<file path="src/hw/dataeng_params.svh">
// ----------------------------------------------------------
// data engine parameters: widths, bus indices, config map
// ----------------------------------------------------------
`ifndef DATAENG_PARAMS_SVH
`define DATAENG_PARAMS_SVH

// word and address widths
`define DATA_W      32
`define MEM_ADDR_W  8
`define DADDR_W     9
`define CTR_ADDR_W  4
`define SEL_W       4

// unit counts
`define N_MEM       2
`define N_ALU       2
`define N_BUS       9

// data bus entry indices
`define BUS_ZERO    0
`define BUS_ONE     1
`define BUS_MEM0A   2
`define BUS_ALU0    6
`define BUS_MUL0    8

// configuration word addresses
`define N_CONF      11
`define CONF_MEM0   0
`define CONF_ALU0   8
`define CONF_MUL0   10
`define RUN_ADDR    15

`endif

</file>
<file path="src/hw/dataeng_pkg.sv">
// ----------------------------------------------------------
// data engine types, enums and bus entry selection
// ----------------------------------------------------------
`include "dataeng_params.svh"

package dataeng_pkg;

   typedef logic [`DATA_W-1:0]         data_t;
   typedef logic [`MEM_ADDR_W-1:0]     mem_addr_t;
   typedef logic [`SEL_W-1:0]          bus_sel_t;
   typedef logic [`N_BUS*`DATA_W-1:0]  bus_t;
   typedef logic [`CTR_ADDR_W-1:0]     ctr_addr_t;

   typedef enum logic [2:0] {
      alu_add, alu_sub, alu_and, alu_or,
      alu_xor, alu_max, alu_min, alu_pass_a
   } alu_op_e;

   typedef enum logic [1:0] {
      st_idle, st_wait, st_run
   } port_state_e;

   // entries past the end of the bus read as zero
   function automatic data_t bus_pick(bus_t bus, bus_sel_t sel);
      data_t word;
      word = '0;
      if (sel < `N_BUS) begin
         word = bus[sel*`DATA_W +: `DATA_W];
      end
      return word;
   endfunction

endpackage

</file>
<file path="src/hw/mul_unit.sv">
// ----------------------------------------------------------
// two-stage pipelined multiplier fed from the data bus
// ----------------------------------------------------------
`timescale 1ns/1ps

module mul_unit (
   input  logic                rst,
   input  logic                clk,
   input  dataeng_pkg::bus_t   data_bus,
   input  dataeng_pkg::data_t  conf,
   output dataeng_pkg::data_t  result
);
   import dataeng_pkg::*;

   data_t op_a;
   data_t op_b;
   data_t a_q;
   data_t b_q;

   // operand selects in 3:0 and 7:4
   assign op_a = bus_pick(data_bus, bus_sel_t'(conf[3:0]));
   assign op_b = bus_pick(data_bus, bus_sel_t'(conf[7:4]));

   always_ff @(posedge rst or posedge clk) begin
      if (clk) begin
         a_q    <= '0;
         b_q    <= '0;
         result <= '0;
      end else begin
         // stage 1 captures operands
         a_q <= op_a;
         b_q <= op_b;
         // stage 2 keeps the low word of the product
         result <= a_q * b_q;
      end
   end

endmodule
</file>
<file path="config.mk">
export PLATFORM = sky130hd
export DESIGN_NAME = mul_unit
export DESIGN_NICKNAME = d
export VERILOG_FILES = /design/src/hw/dataeng_pkg.sv /design/src/hw/mul_unit.sv
export VERILOG_INCLUDE_DIRS = /design/src /design/src/hw
export SDC_FILE = /design/constraint.sdc
export NUM_CORES = 1
export LEC_CHECK = 0
export ABC_AREA = 1
export BUFFER_PORTS_ARGS = -buffer_cell sky130_fd_sc_hd__buf_2
export CORE_MARGIN = 3
export CORE_UTILIZATION = 45
export CTS_BUF_LIST = sky130_fd_sc_hd__clkbuf_16
export DETAILED_ROUTE_END_ITERATION = 8
export GPL_ROUTABILITY_DRIVEN = 0
export PLACE_DENSITY = 0.65
export SYNTH_ARGS = -nofsm -noshare
export SYNTH_HDL_FRONTEND = slang
export SYNTH_SLANG_ARGS = --single-unit
</file>
<file path="constraint.sdc">
create_clock -name rst -period 19.3 [get_ports rst]
set_input_delay 1.93 -clock rst [delete_from_list [all_inputs] [get_ports rst]]
set_output_delay 1.93 -clock rst [all_outputs]
set_load 0.02 [all_outputs]
</file>
; After elaboration in Yosys (flattened, before gate mapping)
; Cells that the tools add are included.
[word_totals]
word_cells = 10
inputBits = 322
out_inout_bits = 32
ff_bits = 96
[classes]
n_lt_le_gt_ge = 2
multipliers = 1
n_shift = 2
n_mux = 2
[ops]
columns = cell, count
row1 = 288-bit by 10-bit variable part select with 32-bit output, 2
row2 = 32-bit 2-to-1 mux, 2
row3 = 32-bit by 32-bit multiplier with 32-bit output, 1
row4 = "4-bit less-than comparator, second input constant", 2

; Logic depth before layout (Yosys ltp)
; Gate-level depths: netlist (run 1).
[logic_depth]
ltp_word = 2
depth_mapped = 34
depth_no_buf = 32

; Worst setup path before layout (run 1)
; Ideal clock, no wire load.
[synth_path]
kind = reg-to-reg
from = reg a_q[12]
to = reg result[28]
arrival_time_ps = 6312
stages_incl_launch_ff = 28
period_less_slack_ps = 6439
slack_ps = 12861
setup_ps = 128
n_path_buf = 2
required_ps = 19172
cell_sequence = dfrtp_1 -> clkbuf_1 -> clkbuf_1 -> nand2_1 -> inv_1 -> fa_1 -> fa_1 -> fa_1 -> inv_1 -> fa_1 -> inv_1 -> fa_1 -> inv_1 -> fa_1 -> inv_1 -> fa_1 -> fa_1 -> ha_1 -> nand2_1 -> inv_1 -> nand2_1 -> nor2_1 -> nand4_1 -> nand3_1 -> nand3_1 -> o211ai_1 -> a21oi_1 -> xor2_1
[synth_via]
elab_chain_len = 1
[synth_lines]
columns = element, line
row1 = start: declaration, mul_unit.sv:17  ; data_t a_q;
row2 = start signal: assignment, mul_unit.sv:31  ; a_q <= op_a;
row3 = 32-bit by 32-bit multiplier with 32-bit output, mul_unit.sv:34  ; result <= a_q * b_q;
row4 = end signal: assignment, mul_unit.sv:34
row5 = end: declaration, mul_unit.sv:11  ; output dataeng_pkg::data_t result
; Every way passes these cells.

; Worst setup path after layout (run 1)
[layout_path]
from = reg b_q[8]
to = reg result[31]
[layout_via]
elab_chain_len = 1
[layout_lines]
columns = element, line
row1 = start: declaration, mul_unit.sv:18  ; data_t b_q;
row2 = start signal: assignment, mul_unit.sv:32  ; b_q <= op_b;
row3 = 32-bit by 32-bit multiplier with 32-bit output, mul_unit.sv:34
; Every way passes these cells.

==> results of run 1 <==
==> layout make-up <==
| class | instances | area [um^2] | share of cell area |
|---|---|---|---|
| antenna | 18 | 45.04 | 0.001699 |
| clock buffer | 9 | 225.2 | 0.008497 |
| sequential | 96 | 2404 | 0.09068 |
| inverter | 830 | 3120 | 0.1177 |
| timing repair buffer | 365 | 1922 | 0.07251 |
| clock inverter | 7 | 55.05 | 0.002077 |
| multi-input combinational | 2290 | 17870 | 0.6743 |
| tap | 688 | 860.8 | 0.03248 |
==> registers in the layout, indices dropped and copies added, names as in the netlist <==
register / cells
b_q: 32
a_q: 32
result: 32
==> stage by stage <==
stage	power [mW]	setup slack (ns)	cell area, um^2	utilization	cells
after floorplan	1.754	12.86	24290	-	3435
after global placement	2.314	12.00	26180	0.4942	4269
after detailed placement	2.343	12.02	26180	0.4942	4269
after CTS	2.553	12.04	26460	0.4995	4285
after global routing	2.845	11.68	26500	0.5003	4301
final	2.553	11.98	26510	0.5004	4303
==> worst min-delay path, stage by stage (launching register included) <==
cell,delay [ns]
dfrtp_1,0.52
nand2_1,0.11
inv_1,0.04
==> worst max path at each step <==
stage / startpoint / endpoint / slack (ns) / cells after the start
2_1_floorplan: a_q[12]$_DFF_PP0_ / result[28]$_DFF_PP0_ / 12.86 / 27
3_3_place_gp: b_q[8]$_DFF_PP0_ / result[31]$_DFF_PP0_ / 12.00 / 19
3_5_place_dp: b_q[9]$_DFF_PP0_ / result[31]$_DFF_PP0_ / 12.02 / 19
4_1_cts: b_q[9]$_DFF_PP0_ / result[31]$_DFF_PP0_ / 12.04 / 19
5_1_grt: b_q[6]$_DFF_PP0_ / result[28]$_DFF_PP0_ / 11.68 / 25
6_report: b_q[8]$_DFF_PP0_ / result[31]$_DFF_PP0_ / 11.98 / 19
==> placed cells by master, fill, tap and decap left out, types with 2 or more instances in the layout <==
cell	count
or2_1	4
clkbuf_16	9
o21ai_0	151
a21oi_1	235
inv_2	8
diode_2	18
a31o_1	31
inv_8	2
buf_2	327
a32o_1	3
dfrtp_1	95
a31o_2	30
o21ai_1	7
inv_1	819
ha_1	123
nand4_1	4
xnor2_1	16
nand2_1	919
clkinv_2	3
nand3b_1	5
nor2_1	15
nand3_1	282
nand2_2	4
clkinvlp_4	2
a21oi_2	2
a21o_1	2
buf_4	38
o211ai_1	3
fa_1	408
nor3_1	3
xor2_1	28
==> where the power goes <==
part / internal [mW] / switching (mW) / leakage, nW / total [mW]
Combinational: 0.767 / 1.27 / 14.5 / 2.04
Clock: 0.0893 / 0.105 / 0.137 / 0.194
Sequential: 0.262 / 0.0566 / 1.21 / 0.319
Total: 1.12 / 1.43 / 15.8 / 2.55
==> cells by family after synthesis <==
kind of cell	Yosys count	synth area share
simple gates	1242	0.2095
buf+inv	1049	0.1657
fa+ha+maj	531	0.3996
compound gates	472	0.1097
flops	96	0.09891
xor+xnor	45	0.01654
==> metal layers <==
layer | vias to the layer above | wire, um
li1 | 10590 | -
met1 | 10880 | 31570
met2 | 884 | 36710
met3 | 191 | 5881
met4 | 16 | 4399
met5 | - | 80
==> impl_metrics.csv, run 1 <==
group,metric,value,unit
timing,fmax,136.7,MHz
min_path,whs_path_depth,2,
routing,drtPass1Iterations,5,
floorplan,die_w,238.3,um
final_layout,final_nets,4445,
run_status,status,"finished, final reports clean",
cts,cts_setup_buffers,0,
yosys,synth_top_area_cell,"fa_1",
yosys,async_reset_ff_frac,1.000,
critical_path,crit_chain,"nand2_1 -> fa_1 -> fa_1 -> fa_1 -> fa_1 -> inv_1 -> fa_1 -> fa_1 -> fa_1 -> fa_1 -> ha_1 -> nand2_1 -> nor2_1 -> nand2_1 -> or3_1 -> nand2_1 -> inv_1 -> nand2_1 -> nand2_1",
timing,finalSetupViolations,0,
min_path,min_to,"result[0]$_DFF_PP0_",
timing,finalCritPeriodShare,0.3791,
cts,clk_pin_slew,0.11,ns
timing,tightest_slew,1.148,ns
routing,finalWirelength,78640,um
final_layout,fill_cells,5456,
cts,hold_buffers,0,
yosys,ys_types,44,
critical_path,start_kind,"flip-flop",
critical_path,r2r-start,"b_q[8]$_DFF_PP0_",
cts,numCtsBuffers,9,
floorplan,start_util,0.4585,
floorplan,core,0.05297,mm^2
critical_path,critPathMaxStageDelay,1.09,ns
yosys,synth_common_cells,"nand2_1 (919), inv_1 (822), fa_1 (408), nand3_1 (282), a21oi_1 (235)",
yosys,synth-edff-count,0,
critical_path,reg2reg_depth,19,
yosys,synth_seq_area_share,0.09891,
power_and_ir_drop,power.leakage,15.83,nW
final_layout,syn_to_final_growth,9.128,%
cts,cts_root_buf,"clkbuf_16",
timing,slew-limit-headroom,0.2343,
cts,ctsResizeCount,0,
critical_path,cp_max_fo,25,
routing,drc,0,
yosys,synth_seq_cells,96,
global_routing,antenna_found_initial,27,
global_routing,met1_usage,0.3553,
yosys,synth_top_area_share,0.3363,
critical_path,worst-path-buf-inv,2,
floorplan,die_y,238.3,um
yosys,synth_area,0.02429,mm^2
routing,wl_per_cell,18.28,um
critical_path,crit_required,19.59,ns
yosys,yosysMostFrequentCell,"nand2_1",
timing,rsz0062_at_grt,"no",
yosys,synth_ff_type,"dfrtp_1",
min_path,min_path_type,"reg2reg",
critical_path,cp-end-kind,"flip-flop",
cts,clock_sinks,96,
floorplan,rows,84,
critical_path,criticalPathCategory,"reg2reg",
floorplan,die_area,0.05680,mm^2
critical_path,arrival,7.61,ns
placed_design,hpwl,60630,um
floorplan,ios,354,
yosys,syn_avg_cell_area,7.071,um^2
yosys,synth_top_cells_by_area,"fa_1 (34%), nand2_1 (14%), inv_1 (13%)",
routing,vias_per_cell,5.244,
routing,vias,22560,
yosys,synth_nets,4288,
critical_path,cpMaxStageDelayCell,"dfrtp_1",
routing,drtIter0Drc,1708,
timing,fin_setup_tns,0,ns
global_routing,grt_usage,0.2824,
run,cap_violations,0,
critical_path,reg2reg_to,"result[31]$_DFF_PP0_",
critical_path,cp_top_family,"adder cells",
timing,fin_crit,7.317,ns
critical_path,rrSetupSlack,11.98,ns
routing,ant_nets,0,
timing,worst_hold_slack,0.7007,ns
final_layout,drive_gt1_frac,0.1207,
critical_path,cpMostUsedCell,"fa_1",
timing,skew,0.02791,ns
timing,final_max_slew_viol_count,0,
global_routing,grt_pass1_wl,125100,um
global_routing,grt_max_degree,110,
cts,h-tree-depth,3,
yosys,syn-instance-count,3435,
global_routing,grt_pass1_vias,22950,
power_and_ir_drop,worst_ir_drop_vdd,0.0001267,V
cts,insertion_delay,0.42,ns
yosys,yosysWarnings,0,
cts,clock_tree.buffer_depth,2,
global_routing,overflow,0,
cts,cts_tree,"built",
global_routing,gr-usage-met2,0.4627,
placed_design,portBuffers,329,
power_and_ir_drop,powerDensity,96.31,mW/mm^2
global_routing,globalRouteMet3Util,0.05016,
timing,hold_viol,0,
global_routing,grt.busiest_layer,"met2",
min_path,min_from,"b_q[0]$_DFF_PP0_",
Note: power is estimated with default switching activity, not from simulation.
==> inputs of run 2 (changes only) <==
Settings changed: PLACE_DENSITY 0.65 to 0.68.
Clock period 19.3 ns to 6.33 ns, I/O delays scaled along.
==> impl_metrics.csv, run 2 (synthesized netlist as in run 1, its figures left out) <==
group,metric,value,unit
timing,setup_ws,-0.05444,ns
critical_path,start_kind,"flip-flop",
timing,fin_crit,6.384,ns
global_routing,overflow,0,
critical_path,cpMostUsedCell,"fa_1",
global_routing,grt_pass1_wl,128400,um
timing,finalCritPeriodShare,1.009,
timing,fmax,156.6,MHz
floorplan,die_y,238.3,um
global_routing,antenna_found_initial,21,
routing,drtPass1Iterations,6,
final_layout,syn_to_final_growth,19.35,%
floorplan,die_area,0.05680,mm^2
cts,clk_pin_slew,0.07,ns
critical_path,reg2reg_depth,23,
run,cap_violations,0,
critical_path,r2r-start,"b_q[12]$_DFF_PP0_",
critical_path,cp_max_fo,5,
critical_path,cpMaxStageDelayCell,"fa_1",
routing,vias_per_cell,5.233,
floorplan,rows,84,
global_routing,grt_max_degree,87,
cts,numCtsBuffers,9,
routing,ant_nets,0,
critical_path,worst-path-buf-inv,6,
timing,final_max_slew_viol_count,0,
floorplan,core,0.05297,mm^2
floorplan,die_w,238.3,um
final_layout,drive_gt1_frac,0.1968,
final_layout,layout_commonest_cell,"nand2_1",
critical_path,arrival,6.66,ns
power_and_ir_drop,worst_ir_drop_vdd,0.0006242,V
power_and_ir_drop,power.total,10.62,mW
timing,hold_viol,0,
timing,skew,0.02370,ns
final_layout,reg.largest.list,"a_q x32, b_q x32, result x32",
routing,wl_per_cell,17.88,um
placed_design,hpwl,65170,um
min_path,min_path_type,"in2async",
critical_path,cp-end-kind,"flip-flop",
cts,hold_buffers,0,
routing,drc,0,
global_routing,grt_usage,0.2883,
placed_design,portBuffers,329,
final_layout,post-route-util,0.5472,
timing,tightest_slew,1.082,ns
critical_path,reg2reg_to,"result[31]$_DFF_PP0_",
cts,insertion_delay,0.40,ns
routing,drtIter0Drc,1945,
critical_path,rrSetupSlack,-0.05,ns
run_status,violations,"setup timing",
final_layout,final_cell_mix,"nand2_1 (904), inv_1 (804), fa_1 (396)",
critical_path,critPathMaxStageDelay,0.56,ns
global_routing,grt_pass1_vias,24060,
cts,cts_root_buf,"clkbuf_16",
placed_design,dpl.cell_count,4460,
cts,h-tree-depth,3,
cts,clock_sinks,96,
cts,clock_tree.buffer_depth,2,
final_layout,final_nets,4654,
critical_path,crit_required,6.61,ns
timing,finalSetupViolations,1,
timing,rsz0062_at_grt,"yes",
final_layout,fill_cells,5149,
routing,vias,23610,
cts,cts_tree,"built",
run_status,status,"complete, but fails checks",
final_layout,finalNonFillerCells,4511,
routing,finalWirelength,80660,um
critical_path,crit_chain,"buf_12 -> buf_4 -> nand2_1 -> inv_1 -> fa_2 -> inv_1 -> fa_1 -> fa_2 -> fa_1 -> inv_1 -> fa_1 -> fa_1 -> fa_1 -> fa_1 -> ha_4 -> nand2_1 -> nor2_2 -> nand2_1 -> or3_4 -> nand2_2 -> inv_1 -> nand2_1 -> nand2_1",
power_and_ir_drop,power.leakage,17.02,nW
critical_path,cp_top_family,"adder cells",
floorplan,start_util,0.4585,
critical_path,criticalPathCategory,"reg2reg",
power_and_ir_drop,powerDensity,366.3,mW/mm^2
timing,slew-limit-headroom,0.2781,
floorplan,ios,354,
run 2: per-stage QoR:
stage	worst slack (ns)	hold slack (ns)	area [um^2]	setup TNS, ns
2_1_floorplan	0.007323	0.4922	24300	0
6_report	-0.05444	0.2221	28990	-0.05444
4_1_cts	-0.03846	0.2263	28560	-0.07387
3_3_place_gp	-0.1688	0.6523	27910	-0.9292
5_1_grt	-0.2696	0.2675	28980	-1.395
3_5_place_dp	-0.2022	0.6546	27910	-1.335
run 2: layer usage:
layer / vias up / wire length, um / GRT usage
met4: 6 / 4512 / 0.1457
met2: 1132 / 38130 / 0.4823
met3: 231 / 7158 / 0.05571
met1: 11230 / 30820 / 0.3574
li1: 11010 / - / -
met5: - / 34 / 0
run 2: layout make-up:
type,instances,area [um^2],share of cell area
Timing Repair Buffer,574,3865,0.1333
Sequential cell,96,2422,0.08356
Inverter,830,3123,0.1077
Clock buffer,9,225.2,0.007769
Antenna cell,18,45.04,0.001554
Tap cell,688,860.8,0.02970
Clock inverter,6,137.6,0.004748
Multi-Input combinational cell,2290,18310,0.6316
run 2: repair_timing:
action	in CTS	in global routing
resized for setup	61	76
setup buffers	10	10
gates cloned	0	0
setup endpoints to repair	12	13
pin swaps	39	22
run 2: worst max path at each step:
stage / from / to / slack [ns] / cells after the start
floorplan: b_q[3]$_DFF_PP0_ / result[28]$_DFF_PP0_ / 0.007 / 27
global placement: a_q[12]$_DFF_PP0_ / result[31]$_DFF_PP0_ / -0.17 / 24
detailed placement: a_q[13]$_DFF_PP0_ / result[28]$_DFF_PP0_ / -0.20 / 27
CTS: a_q[11]$_DFF_PP0_ / result[28]$_DFF_PP0_ / -0.04 / 26
global route: b_q[12]$_DFF_PP0_ / result[31]$_DFF_PP0_ / -0.27 / 23
finish: b_q[12]$_DFF_PP0_ / result[31]$_DFF_PP0_ / -0.05 / 23
run 2: power by group:
| group | switching [mW] | total, mW | internal, mW |
|---|---|---|---|
| combinational | 4.81 | 9.02 | 4.21 |
| sequential | 0.0852 | 0.889 | 0.804 |
| clock | 0.285 | 0.712 | 0.427 |
