--- config.mk ---
export PLATFORM = sky130hd
export DESIGN_NAME = alu_unit
export DESIGN_NICKNAME = d
export VERILOG_FILES = /design/src/hw/dataeng_pkg.sv /design/src/hw/alu_unit.sv
export VERILOG_INCLUDE_DIRS = /design/src /design/src/hw
export SDC_FILE = /design/constraint.sdc
export NUM_CORES = 1
export LEC_CHECK = 0
export BUFFER_PORTS_ARGS = -buffer_cell sky130_fd_sc_hd__buf_2
export CAP_MARGIN = 20
export CORE_MARGIN = 2
export CORE_UTILIZATION = 42
export CTS_BUF_LIST = sky130_fd_sc_hd__clkbuf_16
export DETAILED_ROUTE_END_ITERATION = 6
export PLACE_DENSITY = 0.74
export SKIP_CTS_REPAIR_TIMING = 1
export SYNTH_ARGS = -nofsm -noshare
export SYNTH_HDL_FRONTEND = slang
export SYNTH_SLANG_ARGS = --single-unit
--- constraint.sdc ---
create_clock -name rst -period 1.4 [get_ports rst]
set_input_delay 0.28 -clock rst [delete_from_list [all_inputs] [get_ports rst]]
set_output_delay 0.28 -clock rst [all_outputs]
set_load 0.005 [all_outputs]
--- src/hw/dataeng_params.svh ---
// ----------------------------------------------------------
// data engine parameters: widths, bus indices, config map
// ----------------------------------------------------------
`ifndef DATAENG_PARAMS_SVH
`define DATAENG_PARAMS_SVH

// word and address widths
`define DATA_W      32
`define MEM_ADDR_W  8
`define DADDR_W     9
`define CTR_ADDR_W  4
`define SEL_W       4

// unit counts
`define N_MEM       2
`define N_ALU       2
`define N_BUS       9

// data bus entry indices
`define BUS_ZERO    0
`define BUS_ONE     1
`define BUS_MEM0A   2
`define BUS_ALU0    6
`define BUS_MUL0    8

// configuration word addresses
`define N_CONF      11
`define CONF_MEM0   0
`define CONF_ALU0   8
`define CONF_MUL0   10
`define RUN_ADDR    15

`endif

--- src/hw/dataeng_pkg.sv ---
// ----------------------------------------------------------
// data engine types, enums and bus entry selection
// ----------------------------------------------------------
`include "dataeng_params.svh"

package dataeng_pkg;

   typedef logic [`DATA_W-1:0]         data_t;
   typedef logic [`MEM_ADDR_W-1:0]     mem_addr_t;
   typedef logic [`SEL_W-1:0]          bus_sel_t;
   typedef logic [`N_BUS*`DATA_W-1:0]  bus_t;
   typedef logic [`CTR_ADDR_W-1:0]     ctr_addr_t;

   typedef enum logic [2:0] {
      alu_add, alu_sub, alu_and, alu_or,
      alu_xor, alu_max, alu_min, alu_pass_a
   } alu_op_e;

   typedef enum logic [1:0] {
      st_idle, st_wait, st_run
   } port_state_e;

   // entries past the end of the bus read as zero
   function automatic data_t bus_pick(bus_t bus, bus_sel_t sel);
      data_t word;
      word = '0;
      if (sel < `N_BUS) begin
         word = bus[sel*`DATA_W +: `DATA_W];
      end
      return word;
   endfunction

endpackage

--- src/hw/alu_unit.sv ---
// ----------------------------------------------------------
// two-operand ALU fed from the data bus, one register stage
// ----------------------------------------------------------
`timescale 1ns/1ps

module alu_unit (
   input  logic                rst,
   input  logic                clk,
   input  dataeng_pkg::bus_t   data_bus,
   input  dataeng_pkg::data_t  conf,
   output dataeng_pkg::data_t  result
);
   import dataeng_pkg::*;

   alu_op_e op;
   data_t   op_a;
   data_t   op_b;
   data_t   alu_out;

   // opcode in 2:0, operand selects in 7:4 and 11:8
   assign op   = alu_op_e'(conf[2:0]);
   assign op_a = bus_pick(data_bus, bus_sel_t'(conf[7:4]));
   assign op_b = bus_pick(data_bus, bus_sel_t'(conf[11:8]));

   always_comb begin
      case (op)
         alu_add:    alu_out = op_a + op_b;
         alu_sub:    alu_out = op_a - op_b;
         alu_and:    alu_out = op_a & op_b;
         alu_or:     alu_out = op_a | op_b;
         alu_xor:    alu_out = op_a ^ op_b;
         // max and min compare as signed words
         alu_max:    alu_out = ($signed(op_a) > $signed(op_b)) ? op_a : op_b;
         alu_min:    alu_out = ($signed(op_a) < $signed(op_b)) ? op_a : op_b;
         alu_pass_a: alu_out = op_a;
         default:    alu_out = op_a;
      endcase
   end

   always_ff @(posedge rst or posedge clk) begin
      if (clk) begin
         result <= '0;
      end else begin
         result <= alu_out;
      end
   end

endmodule

After elaboration in Yosys (flattened, before gate mapping)
Cells that the tools add are included.
{ "classes": {"addsub": 2, "multipliers": 0, "div": 0, "magnitude_cmp": 4, "n_eq_ne": 7, "shift": 2, "muxes": 5, "bitwise": 3, "reduce_logical": 1} }
{ "op_table": {"columns": ["cell", "n"], "rows": [
  ["$shiftx 288x10->32", 2],
  ["$pmux 32 s8", 1],
  ["$mux 32", 4],
  ["$add 32x32->32", 1],
  ["$and 32x32->32", 1],
  ["$gt 32x32->1", 1],
  ["$lt 32x32->1", 1],
  ["$or 32x32->32", 1],
  ["$sub 32x32->32", 1],
  ["$xor 32x32->32", 1],
  ["$eq 3x3->1 const B", 4],
  ["$lt 4x4->1 const B", 2],
  ["$eq 3x2->1 const B", 2],
  ["$eq 3x1->1 const B", 1],
  ["$logic_not 3->1", 1]
]} }
{ "totals": {"ff_bits": 32, "latch_bits": 0, "ramBits": 0, "romBits": 0, "in_bits": 322, "out_inout_bits": 32, "elab_cells": 25, "memories": 0} }

Depth between registers and ports, before layout
Gate-level depths: netlist (run 1).
{ "logic_depth": {"depth_word": 5, "depth_mapped": 21, "ltp_nobuf": 16} }

Worst setup path after synthesis (run 1)
OpenSTA, ideal clock, no wires.
{ "synth_timing": {"path_type": "input -> register", "start": "input port conf[4]", "end": "register result[29]", "setup_ps": 124, "t_arrival_ps": 4475, "required_ps": 1276, "path_slack_ps": -3199, "cell_stages": 18, "n_path_buf": 3, "cell_sequence": "buf_2 > buf_2 > buf_2 > mux4_2 > mux2i_1 > nor2_1 > a21oi_1 > inv_1 > ha_1 > nand2b_1 > a221oi_1 > or4_4 > a211oi_4 > nor3_1 > a41o_1 > a211oi_2 > o221ai_1 > a211o_1"} }
{ "synth_via": {"elab_chain_cells": 5, "word_cells_on_any_way": 13, "classes_between": "2 x add/sub; 3 x order compare; 1 x shift; 4 x mux; 3 x bitwise"} }
{ "synth_rtl": {"columns": ["element", "line_no", "text"], "rows": [
  ["start: declaration", "alu_unit.sv:10", "input dataeng_pkg::data_t conf,"],
  ["$shiftx 288x10->32 or $lt 4x4->1 (tied branches)", null, null],
  ["$mux 32 (*)", "dataeng_pkg.sv:27", "if (sel < `N_BUS) begin"],
  ["$lt 32x32->1 or $gt 32x32->1 (tied branches)", "alu_unit.sv:34, alu_unit.sv:33", null],
  ["$mux 32, on equally long branches", "alu_unit.sv:34, alu_unit.sv:33", null],
  ["$pmux 32 s8 (*)", "alu_unit.sv:26", "case (op)"],
  ["named net alu_out[29]", "alu_unit.sv:18", "data_t alu_out;"],
  ["end signal: assignment", "alu_unit.sv:44", "result <= alu_out;"],
  ["end: declaration", "alu_unit.sv:11", "output dataeng_pkg::data_t result"]
]} }
Mark *: on every way through the listed nets, which the timed path passes. The rest lies on a longest branch.

Final worst setup path (run 1)
{ "layout_timing": {"start": "input port conf[4]", "end": "register result[3]"} }
The elaborated chain is that of the path after synthesis.

==> summary.md, run 1 <==
| Metric | Value |
|---|---|
| Final Util | between 70% and 80% |
| Post-synth top cells | a21oi_1 (131), mux4_2 (113), inv_1 (98) |
| Gr ovfl total | 0 |
| Worst Setup Start Kind | primary input |
| Top cells by area, synth | mux4_2 (23%), ha_1 (11%), dfrtp_1 (7.3%) |
| TritonCTS clock tree | yes |
| Post-synthesis cell area | 10930 sq um |
| CTS Sinks | 32 |
| Number of fill cells in the layout | 1979 |
| Post-Syn Instances | 1327 |
| Max frequency | 251.1 MHz |
| Endpoint class of the critical path | flip-flop |
| Detailed Routing Iterations Pass 1 | 7 |
| WS Path Type | in2reg |
| Cell area after layout | 18300 sq um |
| Largest registers | result x32 |
| Total track usage | about 39% |
| Register with the most flip-flops | result |
| Crit-path cells | buf_16 > clkbuf_16 > buf_4 > mux4_2 > mux2i_2 > o21ai_2 > ha_1 > a211oi_2 > nand2_1 > a31oi_1 > o211ai_1 > buf_4 > o211ai_1 > nand2_4 > o221a_4 > a221oi_4 > a22oi_2 |
| Rel. slew slack | 57.87% |
| Post-synthesis sequential area ratio | under 10% |
| Rows | 59 |
| Antenna Violating Nets Remaining | 0 |
| Leakage power | 8.584 nW |
| GPL Wtd Cong | between 1 and 1.5 |
| Slew Viols, Final | 0 |
| Number of distinct library cells after synthesis | 83 |
| Worst min-delay path class | in2async |
| Tcrit/Tclk final | 284.4% |
| Clk pin slew, worst setup/hold paths | 0.06 ns |
| Flip-flop count of the largest register after layout | 32 |
| Area after DPL | 16570 sq um |
| Crit path buf inv count | 4 |
| Non-filler cells, final | 2428 |
| Final nets | around 2500 |
| Worst Path Required | 1.55 ns |
| Worst IR Drop VDD | 457.9 uV |
| Syn_area_per_cell | 8.233 sq um |
| Final setup margin | -2.582 ns |
| Leading area contributor after synthesis | mux4_2 |
| Yosys warning count | 0 |
| Worst path slowest cell | mux4_2 |
| Hold Violations, Final | 0 |
| Post-synth EDFFs | 0 |
| Final setup fails | 32 |
| Max stage delay on crit path | 0.51 ns |
| Synth async-reset ratio | 100.0% |
| DR vias/cell | 6.318 |
| Initial DRC Count | 1804 |
| Vias in the first global route | between 10000 and 15000 |
| CP max FO | 8 |
| Slew @ Worst Pin | 0.6254 ns |
| Total routed wirelength | 58.77 mm |
| Max cap viols | 0 |
| Clock Tree Root | clkbuf_16 |
| Top-area cell type share of the netlist area | 23.29% |
| Cell with the most instances after synthesis | a21oi_1 |
| Flops & latches, synth | 32 |
| First-pass GRT wire length | 80.97 mm |
| Synthesized Nets | approximately 1700 |
| H-tree levels | 2 |
| Area Overhead vs Synth | 67.50% |
| Final hold slack | slightly below 0.03 ns |
| Floorplan Core Area | 25760 sq um |
| Post-route DRC | 0 |
| Initial antenna violation count | 17 |
| Cell Count Post-Placement | 2342 |
| Die height | between 150 and 200 microns |
| Vias | 15341 |
| Clock buffer count from CTS | 5 |
| Die width | 165.3 microns |
| Fin crit period | 3.982 ns |
| Largest net degree at the start of global routing | 33 |
| Die area | 27320 sq um |
| RSZ-0062 raised after global routing | yes |
| Initial Util | 42.41% |
| Failing checks | setup timing |
| Dpl hpwl | 47.19 mm |
| WL per Instance | 24.20 microns |
| PD cells | 691.7 nW/um^2 |
| I/O pins | 354 |
| Critical path's top delay family | compound AO/OA/AOI/OAI gates |
| CP arrival | around 4.1 ns |
| Status | finished with violations |
| Share of cells above drive strength 1 | 57.58% |
| Post-synth top flop | dfrtp_1 |
| Clock Path Buffers | 2 |
| # port buffers | 332 |
## path summary, 6_finish.rpt
kind,from,endpoint,slack (ns),cells past startpoint
max,conf[4],result[3],-2.58,17
min,clk,result[23],0.03,3
max in group asynchronous,clk,result[13],1.16,3
min in group rst,data_bus[257],result[1],0.47,4
## cell families (layout without fill, tap and decap cells)
logic type                 after synthesis  count (layout)  synth area share, %
AOI/OAI and AO/OA                      429             430                25.57
xor gates and xnor gates                20              20                1.603
adders and majority gates               98              98                11.36
buffers and inverters                  209             953                7.696
DFF                                     32              32                7.329
muxes                                  199             199                31.52
other                                    0              21                    0
and+or+nand+nor                        340             340                14.92
## metal layers
layer	routed length, microns	up-vias	global-route usage (%)
met1	21080	7254	50.18
met3	6601	294	6.444
li1	-	6587	-
met2	26930	1204	63.77
met5	15	-	0
met4	4139	2	20.79
## report_power, final
group,switching [mW],leakage (nW),internal [mW]
registers,0.0986,0.397,1.14
clock network,0.468,0.0710,0.641
logic,5.15,8.12,5.15
total,5.72,8.58,6.94
## tightest hold or removal path, cell delays in order
cell    delay, ns
buf_2        0.09
inv_1        0.08
buf_12       0.23
## metrics by stage
| step | TNS [ns] | setup WS, ns | total power [mW] |
|---|---|---|---|
| 2_1_floorplan | -76.06 | -2.517 | 5.777 |
| 3_3_place_gp | -94.81 | -3.073 | 9.893 |
| 3_5_place_dp | -96.38 | -3.134 | 9.995 |
| 4_1_cts | -87.25 | -2.851 | 11.15 |
| 5_1_grt | -83.60 | -2.684 | 13.29 |
| 6_report | -80.32 | -2.582 | 12.66 |
## layout make-up
class	count	area [sq um]	area share, %
multi-input cells	1087	10410	56.86
flip-flops and latches	32	800.8	4.376
diodes	21	52.55	0.2872
inverters	101	386.6	2.113
clock buffers	5	125.1	0.6837
well taps	335	419.2	2.290
repair buffers	845	6101	33.34
clock inverters	2	8.758	0.04786
## cells in the final DEF (no fill, tap or decap), drive strengths merged, types with 7 or more instances in the layout
cell,count
buf,840
a21oi,132
mux4,113
inv,100
nand2,97
ha,96
nor2,94
o21ai,88
mux2i,56
o22ai,36
dfrtp,32
mux2,30
nor3,27
nor2b,23
nand3,23
diode,21
o221ai,19
nand2b,18
xnor2,16
o211ai,15
a211oi,15
a21o,14
o21bai,11
a31oi,11
o31ai,11
clkbuf,10
a221oi,10
or3,9
a211o,8
nor4,7
nand4,7
and3,7
(Power assumes the default switching activity.)
==> inputs of run 2 (changes only) <==
--- a/config.mk
+++ b/config.mk
@@ -13,7 +13,9 @@
 export CTS_BUF_LIST = sky130_fd_sc_hd__clkbuf_16
 export DETAILED_ROUTE_END_ITERATION = 6
 export PLACE_DENSITY = 0.74
+export REMOVE_ABC_BUFFERS = 1
 export SKIP_CTS_REPAIR_TIMING = 1
+export SLEW_MARGIN = 20
 export SYNTH_ARGS = -nofsm -noshare
 export SYNTH_HDL_FRONTEND = slang
 export SYNTH_SLANG_ARGS = --single-unit
==> run 2 against run 1 <==
Against the previous run:
- the run still ends with setup timing left
- setup slack better by 0.042 ns
- total power down 0.33%
- utilization down 0.30 points
- first-iteration DRC count down 15%
- final cell count down 0.54%
- clock power up 9%
- cell area down 0.42%
- critical path type unchanged
- highest routed layer is now met4
==> summary.md, run 2 (synthesis results as in run 1) <==
| Metric | Value |
|---|---|
| CP max FO | 8 (unchanged) |
| CP arrival | 4.11 ns (-0.02 ns) |
| Number of fill cells in the layout | 2018 (+2.0%) |
| RSZ-0062 raised after global routing | yes |
| Clock Path Buffers | 2 (unchanged) |
| Post-route DRC | 0 (unchanged) |
| TritonCTS clock tree | yes |
| Leakage power | 8.592 nW (about the same) |
| Die height | 165.3 microns (unchanged) |
| Total track usage | 35.44% (-3.8 points) |
| Initial Util | 42.41% (unchanged) |
| PD cells | 692.3 nW/um^2 (about the same) |
| CTS Sinks | 32 (unchanged) |
| Area Overhead vs Synth | 66.80% |
| Max cap viols | 0 (unchanged) |
| Detailed Routing Iterations Pass 1 | 6 (-1) |
| Initial antenna violation count | 0 (-17) |
| WS Path Type | in2reg |
| Final nets | 2499 (+0.28%) |
| Rows | 59 (unchanged) |
| WL per Instance | 22.26 microns (-8.0%) |
| Largest net degree at the start of global routing | 33 (unchanged) |
| Commonest non-fill, non-tap cells in the layout | buf_4 (455), buf_2 (329), mux4_2 (113), nand2_1 (96) |
| Hold Violations, Final | 0 (unchanged) |
| Clk pin slew, worst setup/hold paths | 0.06 ns (about the same) |
| Largest registers | result x32 |
| I/O pins | 354 (unchanged) |
| Floorplan Core Area | 25760 sq um (unchanged) |
| Final setup fails | 32 (unchanged) |
| DR vias/cell | 6.089 (-3.6%) |
| Vias | 14706 (-4.1%) |
| Die area | 27320 sq um (unchanged) |
| Failing checks | setup timing |
| Clock Tree Root | clkbuf_16 |
| Non-filler cells, final | 2415 (-0.54%) |
| Crit path launch | conf[8] |
| Worst Setup Start Kind | primary input |
| Final setup margin | -2.540 ns (+0.04151 ns) |
| Status | finished with violations |
| Final hold slack | 0.02691 ns (-0.002008 ns) |
| First-pass GRT wire length | 74.42 mm (-8.1%) |
| Share of cells above drive strength 1 | 57.16% (-0.41 points) |
| Cell Count Post-Placement | 2340 (-0.085%) |
| Register with the most flip-flops | result |
| Vias in the first global route | 13852 (-3.3%) |
| Die width | 165.3 microns (unchanged) |
| Dpl hpwl | 41.80 mm (-11%) |
| H-tree levels | 2 (unchanged) |
| Fin crit period | 3.940 ns (-0.04151 ns) |
| Diode count | 0 (-100%) |
| Slew Viols, Final | 0 (unchanged) |
| Clock buffer count from CTS | 5 (unchanged) |
| Worst Path Required | 1.57 ns (+0.02 ns) |
| Tcrit/Tclk final | 281.4% (-3.0 points) |
| # port buffers | 332 (unchanged) |
| Rel. slew slack | 51.15% (-6.7 points) |
| Flip-flop count of the largest register after layout | 32 (unchanged) |
| Total power | 12.62 mW (-0.33%) |
| Most common cell after layout, fill and taps aside | buf_4 |
| Gr ovfl total | 0 (unchanged) |
| Setup TNS | -78.66 ns (+1.669 ns) |
| Worst min-delay path class | in2async |
| Antenna Violating Nets Remaining | 0 (unchanged) |
| Max frequency | 253.8 MHz (+1.1%) |
| Slew @ Worst Pin | 0.7300 ns (+0.1046 ns) |
| Endpoint class of the critical path | flip-flop |
| Worst IR Drop VDD | 532.2 uV (+16%) |
| GPL Wtd Cong | 1.026 (+1.1%) |
| Initial DRC Count | 1537 (-15%) |
| Total routed wirelength | 53.77 mm (-8.5%) |
| Post-Place Worst Slack | -3.216 ns (-0.08289 ns) |
==> run 2: cell count changes in the layout (fill, tap and decap cells not counted), moves of 6 or more <==
| cell | change |
|---|---|
| a21oi_2 | +8 |
| buf_4 | +6 |
| diode_2 | -21 |
| o21ai_1 | -7 |
| o221ai_1 | +7 |
| o221ai_2 | -7 |
==> run 2: power breakdown <==
part	switching (mW)	total, mW	internal, mW
registers	0.0855	1.23	1.14
clock network	0.559	1.21	0.651
logic	5.01	10.2	5.17
total	5.65	12.6	6.96
==> run 2: worst max-delay path, stage by stage <==
cell and delay, ns:
buf_12 0.12, buf_12 0.15, buf_4 0.15, clkbuf_16 0.15, mux4_2 0.32, nor2b_1 0.05
o31ai_2 0.39, inv_2 0.11, ha_4 0.30, nand4_1 0.21, a21oi_4 0.22, o311ai_4 0.15
a21boi_4 0.22, o211ai_1 0.18, buf_4 0.18, and3_4 0.18, o21ai_4 0.21, buf_4 0.15
o22ai_1 0.06, or3_1 0.32
==> run 2: final timing paths <==
check | to | slack, ns | depth (start not counted)
max | result[22] | -2.54 | 20
min | result[28] | 0.03 | 3
max in group asynchronous | result[18] | 1.15 | 3
min in group rst | result[1] | 0.34 | 3
==> run 2: stage by stage <==
step	utilization, %	instance area, sq um
after detailed placement	62.87	16200
final	70.73	18220
after floorplan	-	10460
after global routing	70.73	18220
after CTS	63.41	16340
after global placement	62.87	16200
==> run 2: routing by layer <==
metal / GRT usage (%) / routed length [microns] / vias to the layer above
met5: 0 / 0 / -
met1: 48.32 / 22060 / 7082
li1: - / - / 6606
met3: 6.119 / 4712 / 150
met2: 56.80 / 24410 / 868
met4: 12.06 / 2579 / 0
==> run 2: layout make-up <==
class	instances	area (sq um)	share of cell area [%]
clock inverter	3	13.76	0.07552
inverter	101	379.1	2.080
clock buffer	5	125.1	0.6866
multi-input combinational	1087	10340	56.75
sequential	32	800.8	4.394
tap	335	419.2	2.300
timing repair buffer	852	6145	33.72
