$ cat src/hw/dataeng_params.svh
// ----------------------------------------------------------
// data engine parameters: widths, bus indices, config map
// ----------------------------------------------------------
`ifndef DATAENG_PARAMS_SVH
`define DATAENG_PARAMS_SVH

// word and address widths
`define DATA_W      32
`define MEM_ADDR_W  8
`define DADDR_W     9
`define CTR_ADDR_W  4
`define SEL_W       4

// unit counts
`define N_MEM       2
`define N_ALU       2
`define N_BUS       9

// data bus entry indices
`define BUS_ZERO    0
`define BUS_ONE     1
`define BUS_MEM0A   2
`define BUS_ALU0    6
`define BUS_MUL0    8

// configuration word addresses
`define N_CONF      11
`define CONF_MEM0   0
`define CONF_ALU0   8
`define CONF_MUL0   10
`define RUN_ADDR    15

`endif

$ cat src/hw/dataeng_pkg.sv
// ----------------------------------------------------------
// data engine types, enums and bus entry selection
// ----------------------------------------------------------
`include "dataeng_params.svh"

package dataeng_pkg;

   typedef logic [`DATA_W-1:0]         data_t;
   typedef logic [`MEM_ADDR_W-1:0]     mem_addr_t;
   typedef logic [`SEL_W-1:0]          bus_sel_t;
   typedef logic [`N_BUS*`DATA_W-1:0]  bus_t;
   typedef logic [`CTR_ADDR_W-1:0]     ctr_addr_t;

   typedef enum logic [2:0] {
      alu_add, alu_sub, alu_and, alu_or,
      alu_xor, alu_max, alu_min, alu_pass_a
   } alu_op_e;

   typedef enum logic [1:0] {
      st_idle, st_wait, st_run
   } port_state_e;

   // entries past the end of the bus read as zero
   function automatic data_t bus_pick(bus_t bus, bus_sel_t sel);
      data_t word;
      word = '0;
      if (sel < `N_BUS) begin
         word = bus[sel*`DATA_W +: `DATA_W];
      end
      return word;
   endfunction

endpackage

$ cat src/hw/conf_regs.sv
// ----------------------------------------------------------
// configuration registers with shadow copy, run and status
// ----------------------------------------------------------
`timescale 1ns/1ps
`include "dataeng_params.svh"

module conf_regs (
   input  logic                                 rst,
   input  logic                                 clk,
   input  logic                                 ctr_valid,
   input  logic                                 ctr_we,
   input  dataeng_pkg::ctr_addr_t               ctr_addr,
   input  dataeng_pkg::data_t                   ctr_wdata,
   output dataeng_pkg::data_t                   ctr_rdata,
   input  logic [2*`N_MEM-1:0]                  port_done,
   output dataeng_pkg::data_t [4*`N_MEM-1:0]    mem_conf,
   output dataeng_pkg::data_t [`N_ALU-1:0]      alu_conf,
   output dataeng_pkg::data_t                   mul_conf,
   output logic                                 run_pulse
);
   import dataeng_pkg::*;

   data_t conf_q   [`N_CONF];
   data_t shadow_q [`N_CONF];
   logic  busy_q;
   logic  wr_en;
   logic  run_req;

   assign wr_en   = ctr_valid && ctr_we;
   // a run request while busy is dropped
   assign run_req = wr_en && (ctr_addr == `RUN_ADDR) && ctr_wdata[0] && !busy_q;

   always_ff @(posedge rst or posedge clk) begin
      if (clk) begin
         for (int i = 0; i < `N_CONF; i++) begin
            conf_q[i]   <= '0;
            shadow_q[i] <= '0;
         end
         run_pulse <= 1'b0;
         busy_q    <= 1'b0;
         ctr_rdata <= '0;
      end else begin
         if (wr_en && ctr_addr < `N_CONF) begin
            conf_q[ctr_addr] <= ctr_wdata;
         end
         // snapshot taken at the run edge
         if (run_req) begin
            for (int i = 0; i < `N_CONF; i++) begin
               shadow_q[i] <= conf_q[i];
            end
         end
         run_pulse <= run_req;
         // ports still show the previous run while run_pulse is high
         if (run_req) begin
            busy_q <= 1'b1;
         end else if (busy_q && !run_pulse && (&port_done)) begin
            busy_q <= 1'b0;
         end
         if (ctr_valid && !ctr_we) begin
            if (ctr_addr < `N_CONF) begin
               ctr_rdata <= conf_q[ctr_addr];
            end else if (ctr_addr == `RUN_ADDR) begin
               ctr_rdata <= data_t'(busy_q);
            end else begin
               ctr_rdata <= '0;
            end
         end
      end
   end

   for (genvar j = 0; j < 4*`N_MEM; j++) begin : g_mem_conf
      assign mem_conf[j] = shadow_q[`CONF_MEM0 + j];
   end

   for (genvar j = 0; j < `N_ALU; j++) begin : g_alu_conf
      assign alu_conf[j] = shadow_q[`CONF_ALU0 + j];
   end

   assign mul_conf = shadow_q[`CONF_MUL0];

endmodule

$ cat config.mk
export PLATFORM = sky130hd
export DESIGN_NAME = conf_regs
export DESIGN_NICKNAME = d
export VERILOG_FILES = /design/src/hw/dataeng_pkg.sv /design/src/hw/conf_regs.sv
export VERILOG_INCLUDE_DIRS = /design/src /design/src/hw
export SDC_FILE = /design/constraint.sdc
export NUM_CORES = 1
export LEC_CHECK = 0
export CORE_MARGIN = 5
export CORE_UTILIZATION = 62
export CTS_CLUSTER_DIAMETER = 50
export DETAILED_ROUTE_END_ITERATION = 8
export DONT_BUFFER_PORTS = 1
export PLACE_DENSITY = 0.88
export SLEW_MARGIN = 20
export SYNTH_ARGS = -nofsm -noshare
export SYNTH_HDL_FRONTEND = slang
export SYNTH_SLANG_ARGS = --single-unit
$ cat constraint.sdc
create_clock -name rst -period 52.4 [get_ports rst]
set_input_delay 5.24 -clock rst [delete_from_list [all_inputs] [get_ports rst]]
set_output_delay 5.24 -clock rst [all_outputs]
set_load 0.02 [all_outputs]
# Word-level counts from Yosys, hierarchy flattened
# Cells that the tools add are included.
# classes
n_mux,10
n_eq_ne,1
reduce_logical,14
bitwise,1
order_cmp,3
# op_table
operator,n
bitwise mux 352 bit,1
binary-select mux 32 bit (select 4 bit),1
demux 32 bit (select 4 bit),1
two-way mux 32 bit,4
logical AND 1 bit,9
"greater-or-equal comparator 5 bit, second input constant",1
"< comparator 5 x 1 -> 1 bit, second input constant",1
inverter 4 -> 5 bit,1
"== test 4 bit, second input constant",1
"< comparator 4 bit, second input constant",1
AND reduction 4 bit,1
zero test 1 bit,3
two-way mux 1 bit,3
nonzero test 2 bit,1
# totals
regBits,738
out_inout_bits,385

# Logic depth before layout (Yosys ltp)
# Gate-level depths: netlist of run 1.
# depth
word_depth,6
mapped_depth,7

# Least setup slack after synthesis of run 1
# No wires, ideal clock.
# synth_timing
path_type,in2reg
from,in ctr_addr[3]
to,reg shadow_q (netlist bit alu_conf[31])
setup_ns,0.127
arrival_time_ns,6.733
setup_slack_ns,45.540
stages,7
t_required_ns,52.273
path_buffers,4
path_cell_list,clkbuf_1 nand4_1 nor4b_2 buf_2 buf_6 buf_6 mux2_1
# synth_via
elab_chain_len,4
# synth_lines
item,line,source
start: declaration,conf_regs.sv:12,"input dataeng_pkg::ctr_addr_t ctr_addr,"
== test 4 bit (no source line),--,
logical AND 1 bit (3 in a row),conf_regs.sv:31,assign run_req = wr_en && (ctr_addr == `RUN_ADDR) && ctr_wdata[0] && !busy_q;
end signal: indexed assignment,conf_regs.sv:49,shadow_q[i] <= conf_q[i];
end: declaration,conf_regs.sv:24,data_t shadow_q [`N_CONF];
# No other way between the ends.
# A chain may end at the register's enable or synchronous reset.

# Worst setup path in the final report of run 1
# layout_timing
from,in ctr_addr[3]
to,reg shadow_q (netlist bit mem_conf[175])
# Same word-level chain as after synthesis.

==> impl_metrics.csv, run 1 <==
group,metric,value,unit
outcome,status,"finished clean",
floorplanning,pin_count,429,
worst_setup_path,critPathMostFrequentCell,"buf_4",
power_and_ir_drop,p_per_area,43.4,nW/µm²
sta,fin_setup_tns,0,ns
worst_setup_path,critical_path_class,"in -> reg",
power_and_ir_drop,max-vdd-ir-drop,0.0000270,V
sta,setup_viol,0,
cells_and_area,area_growth,9.77,%
worst_setup_path,cp.buffers_inverters,4,
clock_tree,cts.sinks,738,
detailed_routing,drt_iter0_drc,1380,
place,post-dp-hpwl,45800,µm
worst_setup_path,worstPathMaxFanout,88,
global_routing,grt_pass1_wl,115000,µm
logic_synthesis,synth_warnings,0,
logic_synthesis,syn-cell-area,30000,µm²
min_path,hold_class,"reg -> reg",
logic_synthesis,synth_cell_types,29,
worst_setup_path,cp-end-kind,"register",
sta,fin_crit,9.15,ns
logic_synthesis,synth.net_count,1961,
logic_synthesis,synth-seq-area-share,61.5,%
worst_setup_path,startpoint_type,"primary input",
floorplanning,core,47800,µm²
min_path,hold_end,"alu_conf[39]",
sta,fmax,0.109,GHz
cells_and_area,fin_nets,1909,
floorplanning,row_count,80,
power_and_ir_drop,p_leak,15.8,nW
detailed_routing,first_pass_iters,6,
detailed_routing,ant_nets,0,
sta,slew_headroom,30.6,%
logic_synthesis,synthCells,1917,
global_routing,grt_use_total,28.3,%
sta,rsz0062_at_grt,"false",
worst_setup_path,r2r_cells,6,
sta,post-route-period-util,17.5,%
detailed_routing,routedWlPerCell,29.4,µm
sta,clock-skew-final,0.0122,ns
logic_synthesis,avgSynthCellArea,15.7,µm²
power_and_ir_drop,power,0.00143,W
logic_synthesis,synth-edff-count,0,
sta,slew_viol_final,0,
clock_tree,cts_resized,0,
global_routing,grt_max_degree,193,
clock_tree,clkTransAtPathRegs,0.06,ns
place,portBuffers,0,
logic_synthesis,synth_seq_cells,738,
worst_setup_path,reg2reg_to,"mem_conf[175]",
logic_synthesis,async_reset_ff_share,100,%
clock_tree,cts_hold_buffers,0,
floorplanning,die_w,230,µm
global_routing,gr-total-overflow,0,
worst_setup_path,cp_top_family,"buffers and inverters",
clock_tree,cts_root_buffer,"clkbuf_16",
worst_setup_path,cpPeakStageDelay,0.89,ns
cells_and_area,layout-drive-gt1-share,43.3,%
clock_tree,numCtsBuffers,75,
logic_synthesis,synth_flop_cell,"dfrtp_1",
worst_setup_path,r2r_slack,47.68,ns
worst_setup_path,r2r-start,"busy_q",
worst_setup_path,slowest_stage,"buf_4",
sta,max_slew.worst_pin.slew,1.04,ns
sta,hold_violations,0,
place,gp_congestion,0.803,
clock_tree,clockBufferDepth,3,
min_path,holdPathStages,1,
clock_tree,htree_levels,3,
min_path,hold_path.startpoint,"conf_q[39]",
floorplanning,dieArea,52900,µm²
floorplanning,die_h,230,µm
clock_tree,worstSkewPairLatency,0.60,ns
run,max_cap_violations,0,
worst_setup_path,worstPathArrival,9.63,ns
floorplanning,start_util,62.8,%
cells_and_area,fillers,2972,
global_routing,antenna_found_initial,1,
worst_setup_path,cp.required,52.88,ns
detailed_routing,drc_errors,0,
clock_tree,cts_setup_buffers,0,
global_routing,grt_pass1_vias,18167,
worst_setup_path,crit_chain,"nand4_1, nor4b_4, buf_4, buf_6, buf_4, buf_4, mux2_2",
detailed_routing,vias,16713,
clock_tree,cts_tree,"built",
detailed_routing,wirelength,74700,µm
detailed_routing,viasPerCell,6.58,
## power by group
part | switching (W) | internal [W]
Combinational | 0.0000491 | 0.0000778
Clock | 0.000219 | 0.000335
Sequential | 0.000101 | 0.000649
## routing by layer
layer  global-route usage [%]  part of all wire, %  vias up
met1                     35.5                   37     8903
met3                     10.2                   11      190
met2                     45.5                   48      783
met5                        0                    0        -
met4                     11.5                  4.1        0
li1                         -                    -     6837
## stage by stage
stage	cell area (µm²)	util (%)	setup slack [ns]	hold slack [ns]	instances
finish	33000	68.9	43.25	0.501	2539
global placement	30300	63.4	42.61	0.477	2402
global route	33000	68.9	43.10	0.517	2538
detailed placement	30300	63.4	42.47	0.491	2402
floorplan	30000	-	26.45	0.464	1917
CTS	32900	68.8	43.10	0.497	2537
## synth_stat cells, types with 2 or more instances
library cell / count / area, µm²
inv_1: 34 / 128
a22oi_1: 31 / 233
mux2i_1: 32 / 320
nand4b_1: 2 / 17.5
mux2_1: 66 / 743
mux2_2: 606 / 6820
nor3_1: 3 / 15.0
buf_6: 7 / 78.8
dfrtp_1: 738 / 18500
nor2_1: 6 / 22.5
buf_4: 20 / 150
o221ai_1: 32 / 280
mux4_2: 64 / 1440
o21ai_0: 32 / 160
o211ai_1: 32 / 240
buf_2: 48 / 240
buf_1: 10 / 37.5
nand2_1: 69 / 259
clkbuf_1: 70 / 263
nand2b_1: 6 / 37.5
## registers in the layout (all words and copies together), names as in the netlist
name       count
mul_conf      32
conf_q       352
mem_conf     256
alu_conf      64
run_pulse      1
ctr_rdata     32
busy_q         1
## kinds of logic after synthesis
group | synth area share (%)
and+or+nand+nor | 1.35
buffers and inverters | 2.99
AOI/OAI and AO/OA | 3.11
DFF | 61.5
muxes | 31.1
## area by class of cell
class,instances,area [µm²],share of cell area [%]
Sequential cell,738,18500,56.0
Multi-Input combinational cell,990,10800,32.6
Clock buffer,110,2270,6.87
Tap cell,615,769,2.33
Clock inverter,25,319,0.968
Timing Repair Buffer,26,244,0.740
Inverter,34,135,0.410
Antenna cell,1,2.50,0.00759
## cell usage in the layout, fill, tap and decap left out, types with 2 or more instances in the layout
| master | instances |
|---|---|
| inv_8 | 2 |
| o211ai_1 | 32 |
| o21ai_0 | 32 |
| buf_12 | 2 |
| nor2_4 | 5 |
| mux2_1 | 66 |
| nand2_1 | 68 |
| mux2_2 | 606 |
| clkbuf_8 | 13 |
| buf_4 | 22 |
| o221ai_1 | 32 |
| clkinvlp_4 | 2 |
| dfrtp_1 | 738 |
| nand2b_2 | 5 |
| bufinv_16 | 7 |
| a22oi_1 | 31 |
| clkbuf_1 | 16 |
| mux2i_1 | 32 |
| nand4b_1 | 2 |
| clkinv_2 | 13 |
| nor3_1 | 3 |
| clkbuf_16 | 81 |
| inv_1 | 33 |
| mux4_2 | 64 |
| inv_6 | 2 |
## worst max path at each step
stage                 from             to  slack (ns)  cells past startpoint
2_1_floorplan          clk    alu_conf[0]       26.45                      1
3_3_place_gp   ctr_addr[0]  mem_conf[142]       42.61                      7
6_report       ctr_addr[3]  mem_conf[175]       43.25                      7
3_5_place_dp   ctr_addr[3]  mem_conf[175]       42.47                      7
4_1_cts        ctr_addr[3]  mem_conf[175]       43.10                      7
5_1_grt        ctr_addr[3]  mem_conf[205]       43.10                      7
No activity file was read; power rests on OpenSTA's default activity.
==> run 2: changes to the inputs <==
ABC_AREA = 1   (was not set)
CORE_UTILIZATION = 57   (was 62)
PLACE_DENSITY = 0.85   (was 0.88)
clock period = 8.1 ns   (was 52.4 ns; I/O delays follow)
==> run 2 against run 1 <==
Net effect:
- core utilization shrank 5.6 points
- sequential power rose to 6.4 times the previous value
- via count rose by 52%
- critical endpoint is now alu_conf[3]
- largest cell class unchanged
- die area is 10% higher
==> impl_metrics.csv, run 2 <==
group,metric,value,unit
global_routing,antenna_found_initial,2,
run,max_cap_violations,0,
logic_synthesis,synth_top_area_share,60.6,%
global_routing,grt_pass1_wl,146000,µm
worst_setup_path,worstPathArrival,4.40,ns
cells_and_area,fin_nets,3652,
cells_and_area,final_cell_count_no_fill,4356,
power_and_ir_drop,p_per_area,281,nW/µm²
sta,fmax,0.260,GHz
worst_setup_path,cp.buffers_inverters,2,
clock_tree,cts.sinks,738,
place,post-dp-hpwl,59600,µm
sta,hold_violations,0,
detailed_routing,drc_errors,0,
floorplanning,start_util,57.8,%
cells_and_area,layout-drive-gt1-share,4.85,%
floorplanning,dieArea,58200,µm²
outcome,status,"finished clean",
cells_and_area,mostFrequentLayoutCells,"nand2_1, dfrtp_1, o21ai_0",
sta,setup_viol,0,
sta,post-route-period-util,47.4,%
clock_tree,cts_setup_buffers,0,
worst_setup_path,cp.required,8.65,ns
worst_setup_path,cpPeakStageDelay,0.87,ns
logic_synthesis,synthCells,3751,
min_path,hold_class,"in -> async",
logic_synthesis,synth_seq_cells,738,
worst_setup_path,critPathMostFrequentCell,"nand2_1",
detailed_routing,drt_iter0_drc,2729,
detailed_routing,viasPerCell,5.84,
logic_synthesis,synth_cell_types,19,
power_and_ir_drop,p_leak,18.2,nW
logic_synthesis,synth_flop_cell,"dfrtp_1",
floorplanning,core,52800,µm²
clock_tree,clkTransAtPathRegs,0.07,ns
logic_synthesis,ys_top_cells_by_count,"nand2_1, dfrtp_1, o21ai_0",
logic_synthesis,post-synth-top-count-cell,"nand2_1",
floorplanning,pin_count,429,
logic_synthesis,syn-cell-area,30500,µm²
worst_setup_path,worstPathMaxFanout,220,
logic_synthesis,avgSynthCellArea,8.13,µm²
cells_and_area,largest-register,"conf_q",
clock_tree,cts_resized,0,
clock_tree,cts_root_buffer,"clkbuf_16",
logic_synthesis,async_reset_ff_share,100,%
place,portBuffers,0,
logic_synthesis,synth_area_leaders,"dfrtp_1, nand2_1, o21ai_0",
cells_and_area,area_growth,9.58,%
sta,clock-skew-final,0.0148,ns
cells_and_area,fillers,4221,
global_routing,grt_pass1_vias,24849,
worst_setup_path,cp-end-kind,"register",
floorplanning,die_h,241,µm
sta,fin_setup_tns,0,ns
worst_setup_path,critical_path_class,"reg -> reg",
clock_tree,cts_hold_buffers,0,
detailed_routing,ant_nets,0,
sta,rsz0062_at_grt,"false",
worst_setup_path,startpoint_type,"register",
clock_tree,clockBufferDepth,3,
detailed_routing,routedWlPerCell,21.9,µm
sta,slew_viol_final,0,
worst_setup_path,crit_chain,"nor3_1, nand2_4, inv_8, buf_12, nand2_1, nand2_1",
global_routing,gr-total-overflow,0,
place,gp_congestion,0.942,
cells_and_area,final_common_cell,"nand2_1",
clock_tree,cts_tree,"built",
clock_tree,numCtsBuffers,79,
detailed_routing,wirelength,95600,µm
logic_synthesis,synth_warnings,0,
worst_setup_path,slowest_stage,"inv_8",
detailed_routing,first_pass_iters,6,
floorplanning,die_w,241,µm
detailed_routing,vias,25449,
floorplanning,row_count,84,
clock_tree,worstSkewPairLatency,0.61,ns
logic_synthesis,synth-edff-count,0,
clock_tree,htree_levels,3,
place,dp_cells,4214,
sta,slew_headroom,13.9,%
logic_synthesis,yosysTopAreaCell,"dfrtp_1",
sta,max_slew.worst_pin.slew,1.29,ns
logic_synthesis,synth.net_count,3795,
power_and_ir_drop,max-vdd-ir-drop,0.000206,V
worst_setup_path,cp_top_family,"buffers and inverters",
cells_and_area,fin_util,63.3,%
global_routing,grt_use_total,32.6,%
logic_synthesis,synth-seq-area-share,60.6,%
power_and_ir_drop,power,0.00939,W
global_routing,grt_max_degree,221,
cells_and_area,num_antenna_cells,0,
sta,fin_crit,3.84,ns
cells_and_area,largest_register_ffs,352,
[run 2: worst paths after layout]
path,start,end,slack (ns),depth (start not counted)
max,busy_q,alu_conf[3],4.26,6
min in group rst,ctr_addr[3],ctr_rdata[0],0.40,3
max reg2reg,busy_q,alu_conf[3],4.26,6
max in group asynchronous,clk,mem_conf[8],5.88,3
min reg2reg,conf_q[256],mem_conf[64],0.49,2
min,clk,mem_conf[151],0.27,1
[run 2: metal layers]
layer / share of wire, % / wire, µm / vias to the layer above / global-route usage [%]
met2: 46 / 43900 / 1480 / 50.1
met1: 36 / 34000 / 12270 / 40.7
met3: 11 / 10600 / 323 / 9.78
met4: 7.5 / 7130 / 0 / 20.9
li1: - / - / 11376 / -
met5: 0 / 0 / - / 0
[run 2: cell families (layout without fill, tap and decap cells)]
family | after synthesis | after routing | share of synthesized area, %
AO/OA/AOI/OAI | 355 | 355 | 5.84
AND/OR/NAND/NOR | 2367 | 2367 | 29.7
buffers and inverters | 291 | 208 | 3.87
flip-flops | 738 | 738 | 60.6
[run 2: area by class of cell]
class,instances,area (µm²),share of cell area (%)
clock buffers,109,2260,6.77
well taps,688,861,2.58
multi-input cells,2722,10900,32.7
inverters,40,169,0.506
flip-flops and latches,738,18500,55.3
repair buffers,27,310,0.929
clock inverters,32,429,1.28
[run 2: where the power goes]
part / leakage [nW] / switching (W) / internal, W
registers: 9.88 / 0.000654 / 0.00416
clock network: 1.31 / 0.00153 / 0.00220
logic: 6.97 / 0.000541 / 0.000304
[run 2: stage by stage]
step	worst slack, ns	hold WS, ns	area, µm²
2_1_floorplan	-2.82	0.464	30500
3_3_place_gp	4.05	0.474	30700
3_5_place_dp	3.99	0.480	30700
4_1_cts	4.53	0.273	33400
5_1_grt	4.19	0.325	33400
6_report	4.26	0.268	33400
